`src/logic/edit_mem_defines.svh`:
```
// edit memory sizes
`ifndef EDIT_MEM_DEFINES_SVH
`define EDIT_MEM_DEFINES_SVH

`default_nettype none

// ----------------------------------------------------------
// buffer geometry
// ----------------------------------------------------------
`define EM_BUF_PTR_NBITS 4 // 16 buffers
`define EM_BUF_PTR_LSB_NBITS 2 // 4 lines per buffer
`define EM_NUM_BUFS (1 << `EM_BUF_PTR_NBITS)

// ----------------------------------------------------------
// datapath and ports
// ----------------------------------------------------------
`define DATA_PATH_NBITS 32
`define PORT_ID_NBITS 2

// ----------------------------------------------------------
// packets and queues
// ----------------------------------------------------------
`define EM_MAX_PKT_LINES 12 // 3 buffers worst case
`define EM_LEN_NBITS $clog2(`EM_MAX_PKT_LINES + 1)
`define EM_DESC_DEPTH 4 // descriptors waiting for the walker
`define EM_DESC_PTR_NBITS $clog2(`EM_DESC_DEPTH)
`define EM_POOL_LOW_MARK 3 // below this many free buffers, hold off sop

`default_nettype wire

`endif

```
`src/logic/edit_mem_pkg.sv`:
```
// edit memory shared types
`include "edit_mem_defines.svh"
`default_nettype none

package edit_mem_pkg;

	// word from the processing unit
	typedef struct packed {
		logic valid;
		logic sop;
		logic eop;
		logic [`PORT_ID_NBITS-1:0] port;
		logic [`DATA_PATH_NBITS-1:0] data;
	} pu_word_t;

	typedef struct packed {
		logic valid;
		logic [`EM_BUF_PTR_NBITS-1:0] ptr;
		logic [`EM_BUF_PTR_LSB_NBITS-1:0] line;
		logic [`DATA_PATH_NBITS-1:0] data;
	} em_wr_t;

	// line request from the read walker
	typedef struct packed {
		logic valid;
		logic [`PORT_ID_NBITS-1:0] port;
		logic sop;
		logic eop;
		logic [`EM_BUF_PTR_NBITS-1:0] ptr;
		logic [`EM_BUF_PTR_LSB_NBITS-1:0] line;
	} em_req_t;

	typedef struct packed {
		logic [`EM_BUF_PTR_NBITS-1:0] head; // first buffer of the packet
		logic [`EM_LEN_NBITS-1:0] len; // lines, 1 based
		logic [`PORT_ID_NBITS-1:0] port;
	} em_desc_t;

	typedef struct packed {
		logic ack;
		logic [`PORT_ID_NBITS-1:0] port;
		logic sop;
		logic eop;
		logic [`DATA_PATH_NBITS-1:0] data;
	} em_out_t;

	typedef struct packed {
		logic valid;
		logic [`EM_BUF_PTR_NBITS-1:0] from_ptr;
		logic [`EM_BUF_PTR_NBITS-1:0] to_ptr; // next buffer of the same packet
	} em_link_wr_t;

	typedef enum logic [1:0] {SEQ_IDLE, SEQ_LOAD, SEQ_STREAM} seq_state_e;

	typedef enum logic {POOL_INIT, POOL_RUN} pool_state_e;

endpackage

`default_nettype wire

```
`src/logic/ram_1r1w.sv`:
```
// one read one write ram
`default_nettype none

module ram_1r1w #(
	parameter int DATA_NBITS = 32,
	parameter int ADDR_NBITS = 6
) (
	input wire clk,
	input wire wr,
	input wire [ADDR_NBITS-1:0] waddr,
	input wire [ADDR_NBITS-1:0] raddr,
	input wire [DATA_NBITS-1:0] din,
	output logic [DATA_NBITS-1:0] dout
);

	logic [DATA_NBITS-1:0] mem [1 << ADDR_NBITS]; // no init, contents undefined until written

	// ----------------------------------------------------------
	// write port
	// ----------------------------------------------------------
	always_ff @(posedge clk) begin
		if (wr) begin
			mem[waddr] <= din;
		end
	end

	// registered read, old data on a same-address collision
	always_ff @(posedge clk) begin
		dout <= mem[raddr];
	end

endmodule

`default_nettype wire

```
`src/logic/edit_mem_pu_decode.sv`:
```
// processing unit write decode
`include "edit_mem_defines.svh"
`default_nettype none

module edit_mem_pu_decode
	import edit_mem_pkg::*;
(
	input wire clk,
	input wire reset,
	input wire pu_word_t pu_in,
	input wire [`EM_BUF_PTR_NBITS-1:0] free_ptr, // head of the free pool
	output logic pool_pop,
	output em_wr_t wr,
	output em_link_wr_t link_wr,
	output logic desc_push,
	output em_desc_t desc
);

	logic [`EM_BUF_PTR_NBITS-1:0] cur_ptr; // buffer being filled
	logic [`EM_BUF_PTR_LSB_NBITS-1:0] line_cnt; // next free line in cur_ptr
	logic [`EM_BUF_PTR_NBITS-1:0] head_ptr;
	logic [`EM_LEN_NBITS-1:0] pkt_len; // lines so far
	logic [`PORT_ID_NBITS-1:0] pkt_port;
	logic need_buf;
	logic [`EM_BUF_PTR_NBITS-1:0] wr_ptr;
	logic [`EM_BUF_PTR_LSB_NBITS-1:0] wr_line;
	logic [`EM_LEN_NBITS-1:0] len_base;
	logic [`EM_LEN_NBITS-1:0] len_now;
	logic [`EM_BUF_PTR_NBITS-1:0] head_now;
	logic [`PORT_ID_NBITS-1:0] port_now;
	em_desc_t desc_d1;
	logic push_d1;

	// ----------------------------------------------------------
	// buffer assignment for the incoming word
	// ----------------------------------------------------------
	// line_cnt wraps to 0 after line 3, so 0 mid packet means buffer full
	assign need_buf = pu_in.valid & (pu_in.sop | (line_cnt == '0));
	assign pool_pop = need_buf;
	assign wr_ptr = need_buf ? free_ptr : cur_ptr;
	assign wr_line = pu_in.sop ? '0 : line_cnt; // sop always starts at line 0

	assign len_base = pu_in.sop ? '0 : pkt_len;
	assign len_now = len_base + 1'b1; // count including this word
	assign head_now = pu_in.sop ? free_ptr : head_ptr;
	assign port_now = pu_in.sop ? pu_in.port : pkt_port; // port taken from sop

	// ----------------------------------------------------------
	// registered outputs and packet state
	// ----------------------------------------------------------
	always_ff @(posedge clk) begin
		if (reset) begin
			line_cnt <= '0;
			wr.valid <= 1'b0;
			link_wr.valid <= 1'b0;
			push_d1 <= 1'b0;
			desc_push <= 1'b0;
		end else begin
			// memory write, one cycle behind the input
			wr.valid <= pu_in.valid;
			wr.ptr <= wr_ptr;
			wr.line <= wr_line;
			wr.data <= pu_in.data;

			// chain old buffer to the new one on a boundary crossing
			link_wr.valid <= need_buf & ~pu_in.sop;
			link_wr.from_ptr <= cur_ptr;
			link_wr.to_ptr <= free_ptr;

			// descriptor goes out two stages after eop
			push_d1 <= pu_in.valid & pu_in.eop;
			desc_d1.head <= head_now;
			desc_d1.len <= len_now;
			desc_d1.port <= port_now;
			desc_push <= push_d1;
			desc <= desc_d1;

			if (pu_in.valid) begin
				line_cnt <= wr_line + 1'b1;
				cur_ptr <= wr_ptr;
				head_ptr <= head_now;
				pkt_len <= len_now;
				pkt_port <= port_now;
			end
		end
	end

endmodule

`default_nettype wire

```
`src/logic/edit_mem_shared_memory.sv`:
```
// edit memory storage and readout
`include "edit_mem_defines.svh"
`default_nettype none

module edit_mem_shared_memory
	import edit_mem_pkg::*;
(
	input wire clk,
	input wire reset,
	input wire em_wr_t wr,
	input wire em_req_t req,
	output logic rel_valid, // buffer free again
	output logic [`EM_BUF_PTR_NBITS-1:0] rel_ptr,
	output em_out_t out
);

	em_req_t req_d1; // request stage 1, ram address stage
	logic ack_d2;
	logic [`PORT_ID_NBITS-1:0] port_d2;
	logic sop_d2;
	logic eop_d2;
	logic [`DATA_PATH_NBITS-1:0] ram_dout;

	// ----------------------------------------------------------
	// request pipeline
	// ----------------------------------------------------------
	always_ff @(posedge clk) begin
		if (reset) begin
			req_d1.valid <= 1'b0;
			ack_d2 <= 1'b0;
			rel_valid <= 1'b0;
			out.ack <= 1'b0;
		end else begin
			req_d1 <= req;

			// attributes follow the ram read latency
			ack_d2 <= req_d1.valid;
			port_d2 <= req_d1.port;
			sop_d2 <= req_d1.sop;
			eop_d2 <= req_d1.eop;

			// last line of a buffer or eop frees it
			rel_valid <= req_d1.valid & ((&req_d1.line) | req_d1.eop);
			rel_ptr <= req_d1.ptr;

			out.ack <= ack_d2;
			out.port <= port_d2;
			out.sop <= sop_d2;
			out.eop <= eop_d2;
			out.data <= ram_dout;
		end
	end

	// ----------------------------------------------------------
	// line storage, address is {buffer, line}
	// ----------------------------------------------------------
	// write lands in the ram at the next edge after wr
	ram_1r1w #(
		.DATA_NBITS(`DATA_PATH_NBITS),
		.ADDR_NBITS(`EM_BUF_PTR_NBITS + `EM_BUF_PTR_LSB_NBITS)
	) u_ram_1r1w (
		.clk(clk),
		.wr(wr.valid),
		.waddr({wr.ptr, wr.line}),
		.raddr({req_d1.ptr, req_d1.line}),
		.din(wr.data),
		.dout(ram_dout)
	);

endmodule

`default_nettype wire

```
`src/logic/edit_mem_buf_pool.sv`:
```
// free buffer pool
`include "edit_mem_defines.svh"
`default_nettype none

module edit_mem_buf_pool
	import edit_mem_pkg::*;
(
	input wire clk,
	input wire reset,
	input wire pop,
	output logic [`EM_BUF_PTR_NBITS-1:0] free_ptr, // valid while not empty
	input wire rel_valid,
	input wire [`EM_BUF_PTR_NBITS-1:0] rel_ptr,
	output logic pool_low
);

	pool_state_e state;
	logic [`EM_BUF_PTR_NBITS-1:0] fifo [`EM_NUM_BUFS];
	logic [`EM_BUF_PTR_NBITS-1:0] rd_ptr;
	logic [`EM_BUF_PTR_NBITS-1:0] wr_ptr;
	logic [`EM_BUF_PTR_NBITS-1:0] init_idx; // next index entered during init
	logic [`EM_BUF_PTR_NBITS:0] count; // 0..16
	logic push;
	logic [`EM_BUF_PTR_NBITS-1:0] push_ptr;

	// init fills every index, after that only releases push
	assign push = (state == POOL_INIT) | rel_valid;
	assign push_ptr = (state == POOL_INIT) ? init_idx : rel_ptr;
	assign free_ptr = fifo[rd_ptr];
	assign pool_low = (state == POOL_INIT) | (count < `EM_POOL_LOW_MARK);

	// ----------------------------------------------------------
	// storage
	// ----------------------------------------------------------
	always_ff @(posedge clk) begin
		if (push) begin
			fifo[wr_ptr] <= push_ptr;
		end
	end

	// ----------------------------------------------------------
	// pointers, occupancy, init sweep
	// ----------------------------------------------------------
	always_ff @(posedge clk) begin
		if (reset) begin
			state <= POOL_INIT;
			init_idx <= '0;
			rd_ptr <= '0;
			wr_ptr <= '0;
			count <= '0;
		end else begin
			if (push) wr_ptr <= wr_ptr + 1'b1; // wraps at 16
			if (pop) rd_ptr <= rd_ptr + 1'b1;
			count <= count + push - pop;
			if (state == POOL_INIT) begin
				init_idx <= init_idx + 1'b1;
				if (&init_idx) state <= POOL_RUN; // all 16 entered
			end
		end
	end

endmodule

`default_nettype wire

```
`src/logic/edit_mem_read_seq.sv`:
```
// read sequencer
`include "edit_mem_defines.svh"
`default_nettype none

module edit_mem_read_seq
	import edit_mem_pkg::*;
(
	input wire clk,
	input wire reset,
	input wire desc_push,
	input wire em_desc_t desc,
	input wire em_link_wr_t link_wr,
	input wire tx_pause, // holds the current line
	output em_req_t req
);

	seq_state_e state;
	em_desc_t q_mem [`EM_DESC_DEPTH];
	logic [`EM_DESC_PTR_NBITS-1:0] q_wr;
	logic [`EM_DESC_PTR_NBITS-1:0] q_rd;
	logic [`EM_DESC_PTR_NBITS:0] q_cnt;
	em_desc_t q_head;
	logic [`EM_BUF_PTR_NBITS-1:0] link_tbl [`EM_NUM_BUFS]; // next buffer per buffer
	logic [`EM_BUF_PTR_NBITS-1:0] cur_ptr;
	logic [`EM_BUF_PTR_LSB_NBITS-1:0] cur_line;
	logic [`EM_LEN_NBITS-1:0] left; // lines after the current one
	logic [`PORT_ID_NBITS-1:0] cur_port;
	logic q_empty;
	logic issue;
	logic last;
	logic load;

	// ----------------------------------------------------------
	// descriptor queue and link table
	// ----------------------------------------------------------
	assign q_empty = (q_cnt == '0);
	assign q_head = q_mem[q_rd];

	always_ff @(posedge clk) begin
		if (desc_push) q_mem[q_wr] <= desc;
		if (link_wr.valid) link_tbl[link_wr.from_ptr] <= link_wr.to_ptr;
	end

	always_ff @(posedge clk) begin
		if (reset) begin
			q_wr <= '0;
			q_rd <= '0;
			q_cnt <= '0;
		end else begin
			if (desc_push) q_wr <= q_wr + 1'b1;
			if (load) q_rd <= q_rd + 1'b1;
			q_cnt <= q_cnt + desc_push - load;
		end
	end

	// ----------------------------------------------------------
	// walker
	// ----------------------------------------------------------
	assign issue = (state != SEQ_IDLE) & ~tx_pause;
	assign last = (left == '0);
	// next packet loads when idle or right behind the eop request
	assign load = ~q_empty & ((state == SEQ_IDLE) | (issue & last));

	assign req = '{valid: issue, port: cur_port, sop: (state == SEQ_LOAD),
		eop: last, ptr: cur_ptr, line: cur_line};

	always_ff @(posedge clk) begin
		if (reset) begin
			state <= SEQ_IDLE;
		end else if (load) begin
			state <= SEQ_LOAD; // first line goes out next
		end else if (issue) begin
			state <= last ? SEQ_IDLE : SEQ_STREAM;
		end
	end

	always_ff @(posedge clk) begin
		if (load) begin
			cur_ptr <= q_head.head;
			cur_line <= '0;
			left <= q_head.len - 1'b1;
			cur_port <= q_head.port;
		end else if (issue) begin
			left <= left - 1'b1;
			cur_line <= cur_line + 1'b1; // wraps into the next buffer
			if (&cur_line) cur_ptr <= link_tbl[cur_ptr]; // follow the chain
		end
	end

endmodule

`default_nettype wire

```
`src/logic/edit_mem_top.sv`:
```
// edit memory subsystem
`include "edit_mem_defines.svh"
`default_nettype none

module edit_mem_top
	import edit_mem_pkg::*;
(
	input wire clk,
	input wire reset,
	input wire pu_word_t pu_in,
	input wire tx_pause,
	output em_out_t out,
	output logic pool_low // source holds off new packets
);

	logic [`EM_BUF_PTR_NBITS-1:0] free_ptr;
	logic pool_pop;
	em_wr_t wr;
	em_link_wr_t link_wr;
	logic desc_push;
	em_desc_t desc;
	em_req_t req;
	logic rel_valid;
	logic [`EM_BUF_PTR_NBITS-1:0] rel_ptr;

	// ----------------------------------------------------------
	// write side
	// ----------------------------------------------------------
	edit_mem_pu_decode u_pu_decode (
		.clk(clk),
		.reset(reset),
		.pu_in(pu_in),
		.free_ptr(free_ptr),
		.pool_pop(pool_pop),
		.wr(wr),
		.link_wr(link_wr),
		.desc_push(desc_push),
		.desc(desc)
	);

	// storage, ram inside
	edit_mem_shared_memory u_shared_memory (
		.clk(clk),
		.reset(reset),
		.wr(wr),
		.req(req),
		.rel_valid(rel_valid),
		.rel_ptr(rel_ptr),
		.out(out)
	);

	edit_mem_buf_pool u_buf_pool (
		.clk(clk),
		.reset(reset),
		.pop(pool_pop),
		.free_ptr(free_ptr),
		.rel_valid(rel_valid),
		.rel_ptr(rel_ptr),
		.pool_low(pool_low)
	);

	// ----------------------------------------------------------
	// read side
	// ----------------------------------------------------------
	edit_mem_read_seq u_read_seq (
		.clk(clk),
		.reset(reset),
		.desc_push(desc_push),
		.desc(desc),
		.link_wr(link_wr),
		.tx_pause(tx_pause),
		.req(req)
	);

endmodule

`default_nettype wire

```
`config.mk`:
```
export PLATFORM = sky130hd
export DESIGN_NAME = edit_mem_top
export DESIGN_NICKNAME = d
export VERILOG_FILES = /design/src/logic/edit_mem_pkg.sv /design/src/logic/ram_1r1w.sv /design/src/logic/edit_mem_pu_decode.sv /design/src/logic/edit_mem_shared_memory.sv /design/src/logic/edit_mem_buf_pool.sv /design/src/logic/edit_mem_read_seq.sv /design/src/logic/edit_mem_top.sv
export VERILOG_INCLUDE_DIRS = /design/src /design/src/logic
export SDC_FILE = /design/constraint.sdc
export NUM_CORES = 2
export LEC_CHECK = 0
export BUFFER_PORTS_ARGS = -buffer_cell sky130_fd_sc_hd__clkbuf_2
export CORE_AREA = 8 8 459 461
export CTS_BUF_LIST = sky130_fd_sc_hd__clkbuf_8 sky130_fd_sc_hd__clkbuf_16
export CTS_CLUSTER_DIAMETER = 200
export CTS_CLUSTER_SIZE = 25
export DETAILED_ROUTE_END_ITERATION = 16
export DIE_AREA = 0 0 467 469
export MAX_ROUTING_LAYER = met4
export SYNTH_ARGS = -nofsm -noshare
export SYNTH_HDL_FRONTEND = slang
export SYNTH_SLANG_ARGS = --single-unit
```
`constraint.sdc`:
```
create_clock -name clk -period 4.6 [get_ports clk]
set_input_delay 0.46 -clock clk [delete_from_list [all_inputs] [get_ports clk]]
set_output_delay 0.46 -clock clk [all_outputs]
set_load 0.01 [all_outputs]
```
==> flow_metrics.tcl <==
set metrics [dict create \
    drive_gt1_share_pct 22.9 \
    critPathKind "reg -> reg" \
    grt_pass1_wl_um 322000 \
    fillers 16100 \
    clockBufferDepth 3 \
    cp_cell_sequence "buf_4, nor2_1, nand2_1, buf_4, o22ai_1, nor4_1, buf_4, o22a_1" \
    leakagePower_nw 30.7 \
    drc 0 \
    cts_resized 0 \
    wl_per_cell_um 32.2 \
    whs_ps 194 \
    synth_cells 4117 \
    dpl-instance-area_um2 96300 \
    final_util_pct 49.1 \
    synth_top_cell_area_share_pct 77.9 \
    ys.flop_type "edfxtp_1" \
    cp_common_cell "buf_4" \
    antenna_found_initial 25 \
    hold_path_class "in -> reg" \
    dr.pass1.iters 7 \
    ioPinCount 78 \
    path_max_fanout 19 \
    p_sw_share_pct 27.7 \
    cp.required_ps 5320 \
    core_area_um2 203000 \
    cellPowerDensity_nw_per_um2 456 \
    synthArstFlopShare_pct 0 \
    synth_most_common_cell "edfxtp_1" \
    cts_buffers 107 \
    yosysUniqueCellTypes 47 \
    worstSkewPairLatency_ps 810 \
    rsz0062_at_grt "no" \
    vdd_drop_max_mv 0.405 \
    period_share_pct 82.7 \
    fin_crit_ps 3800 \
    p_int_w 0.0329 \
    io_buffers 77 \
    pwr-share-clk_pct 24.1 \
    status "complete, no violations" \
    max_stage_delay_ps 1010 \
    worst_clock_skew_ps 41.7 \
    dr.first_iter.drc_count 5525 \
    hpwl_um 136000 \
    finalSetupViolCount 0 \
    synth_edf_count 2360 \
    postRouteAntennaNets 0 \
    syn_area_per_cell_um2 22.1 \
    seq_area_frac_synth_pct 79.7 \
    die_area_um2 219000 \
    switching_power_w 0.0126 \
    num-nets-final 4411 \
    globalRouteOverflowTotal 0 \
    yosys.area.top_type "edfxtp_1" \
    num_vias 42900 \
    sequentialPowerShare_pct 57.0 \
    setup_tns_ps 0 \
    combinationalPowerShare_pct 18.8 \
    crit_slowest_cell "edfxtp_1" \
    clk_pin_slew_worst_paths_ps 100 \
    wl_um 230000 \
    ys_top_cells_by_area "edfxtp_1 78%, mux4_2 12%, dfxtp_1 1.8%" \
    final_cells 7136 \
    initial_utilization_pct 44.8 \
    timing.fmax_ghz 0.263 \
    avgViaCountPerCell 6.01 \
    stdcell_area_um2 99800 \
    place.gp.congestion 0.812 \
    synth_common_cells "2360 x edfxtp_1, 494 x mux4_2, 175 x o22ai_1" \
    track_usage_pct 21.2 \
    syn_area_um2 91000 \
    cap_violations 0 \
    ys_warn_count 0 \
    rows 166 \
    max-slew-margin-rel_pct 4.14 \
    drv_slew 0 \
    chipHeight_um 469 \
    cts_sinks 2441 \
    tightest_slew_ps 1430 \
    ctsRootBufferMaster "clkbuf_16" \
    cts_tree "done" \
    ys_ff_latch 2441 \
    endpoint_kind "register" \
    die_w_um 467 \
    placed_cells 6889 \
    synth.net_count 4180 \
    htreeDepth 3 \
    arrival_ps 4530 \
    crit_path_start_kind "register" \
    hold_viol_final 0 \
    hold_buffers 37 \
    grt_pass1_vias 42100 \
    area_delta_synth_final_pct 9.67 \
    grt_max_degree 69 \
    cts_setup_buffers 0 \
]
[worst max-delay path: cells and delay by family, from the launching register on]
family,cells,cell delay [ps]
AO/OA/AOI/OAI,2,390
buffers and inverters,3,970
flip-flops,1,1010
AND/OR/NAND/NOR,3,1350
[cells in the final DEF (no fill, tap or decap), types with 20 or more instances in the layout]
cell type and n:
edfxtp_1 2360, nor2_1 72, mux4_2 494, inv_1 102, o22a_1 29, buf_4 204, nor4_1 32, nor2_4 64
o22ai_1 175, nand2_1 40, o221ai_1 61, o21ai_0 21, nand3_1 21, nor3_1 62, dlygate4sd3_1 37, buf_12 20
clkbuf_2 77, dfxtp_1 81, ha_1 21, a21oi_1 68, mux2i_1 135, clkbuf_16 109
[per-layer routing]
metal	GRT usage, %	wire length, um
met5	-	0
met2	32.0	108000
met3	4.60	19600
met4	6.59	6750
met1	29.1	95100
[final timing paths]
kind	start	endpoint	slack, ps	depth (start not counted)
setup / recovery	u_shared_memory.req_d1[2]	u_shared_memory.u_ram_1r1w.dout[10]	800	8
hold / removal	reset	u_shared_memory.port_d2[0]	190	2
setup reg to reg	u_shared_memory.req_d1[2]	u_shared_memory.u_ram_1r1w.dout[10]	800	8
hold reg to reg	u_shared_memory.eop_d2	u_shared_memory.out[32]	410	0
[power by group through the flow]
stage / clock network (W) / registers, W / logic, W
global route: 0.0119 / 0.0260 / 0.00897
floorplan: 0 / 0.0261 / 0.00492
detailed placement: 0 / 0.0265 / 0.00856
global placement: 0 / 0.0265 / 0.00850
finish: 0.0110 / 0.0260 / 0.00858
CTS: 0.0112 / 0.0260 / 0.00861
[registers in the layout, indices dropped and copies added, names as in the netlist, 3 cells and up, named ones only]
signal,count
u_shared_memory.u_ram_1r1w.mem,2048
u_buf_pool.fifo,64
u_read_seq.link_tbl,64
u_read_seq.q_mem,40
u_pu_decode.wr,39
u_shared_memory.out,37
u_shared_memory.u_ram_1r1w.dout,32
u_shared_memory.req_d1,11
u_pu_decode.desc,10
u_pu_decode.desc_d1,10
u_pu_decode.link_wr,9
u_buf_pool.count,5
u_buf_pool.init_idx,4
u_buf_pool.rd_ptr,4
u_buf_pool.wr_ptr,4
u_pu_decode.cur_ptr,4
u_pu_decode.head_ptr,4
u_pu_decode.pkt_len,4
u_read_seq.cur_ptr,4
u_read_seq.left,4
u_shared_memory.rel_ptr,4
u_read_seq.q_cnt,3
[kinds of logic after synthesis]
kind of cell    after synthesis  synth area share (%)
simple gates                358                  1.87
xor+xnor                     21                 0.202
buf+inv                     246                  1.15
compound gates              377                  2.75
fa+ha+maj                    23                 0.333
flops                      2441                  79.7
mux                         651                  14.0
[through the flow]
step,setup WS (ps),power [W]
after detailed placement,779,0.0351
after global routing,836,0.0469
after floorplan,1140,0.0310
after CTS,729,0.0458
after global placement,582,0.0350
final,795,0.0456
[cell type report]
| class | instances | area [um^2] | area share, % |
|---|---|---|---|
| Clock buffer | 109 | 2730 | 2.73 |
| Sequential cell | 2441 | 72500 | 72.6 |
| Tap cell | 2688 | 3360 | 3.37 |
| Multi-Input combinational cell | 1430 | 18000 | 18.0 |
| Timing Repair Buffer | 340 | 2700 | 2.71 |
| Inverter | 28 | 110 | 0.110 |
| Clock inverter | 83 | 369 | 0.370 |
| Antenna cell | 17 | 42.5 | 0.0426 |
Note: power is estimated with default switching activity, not from simulation.
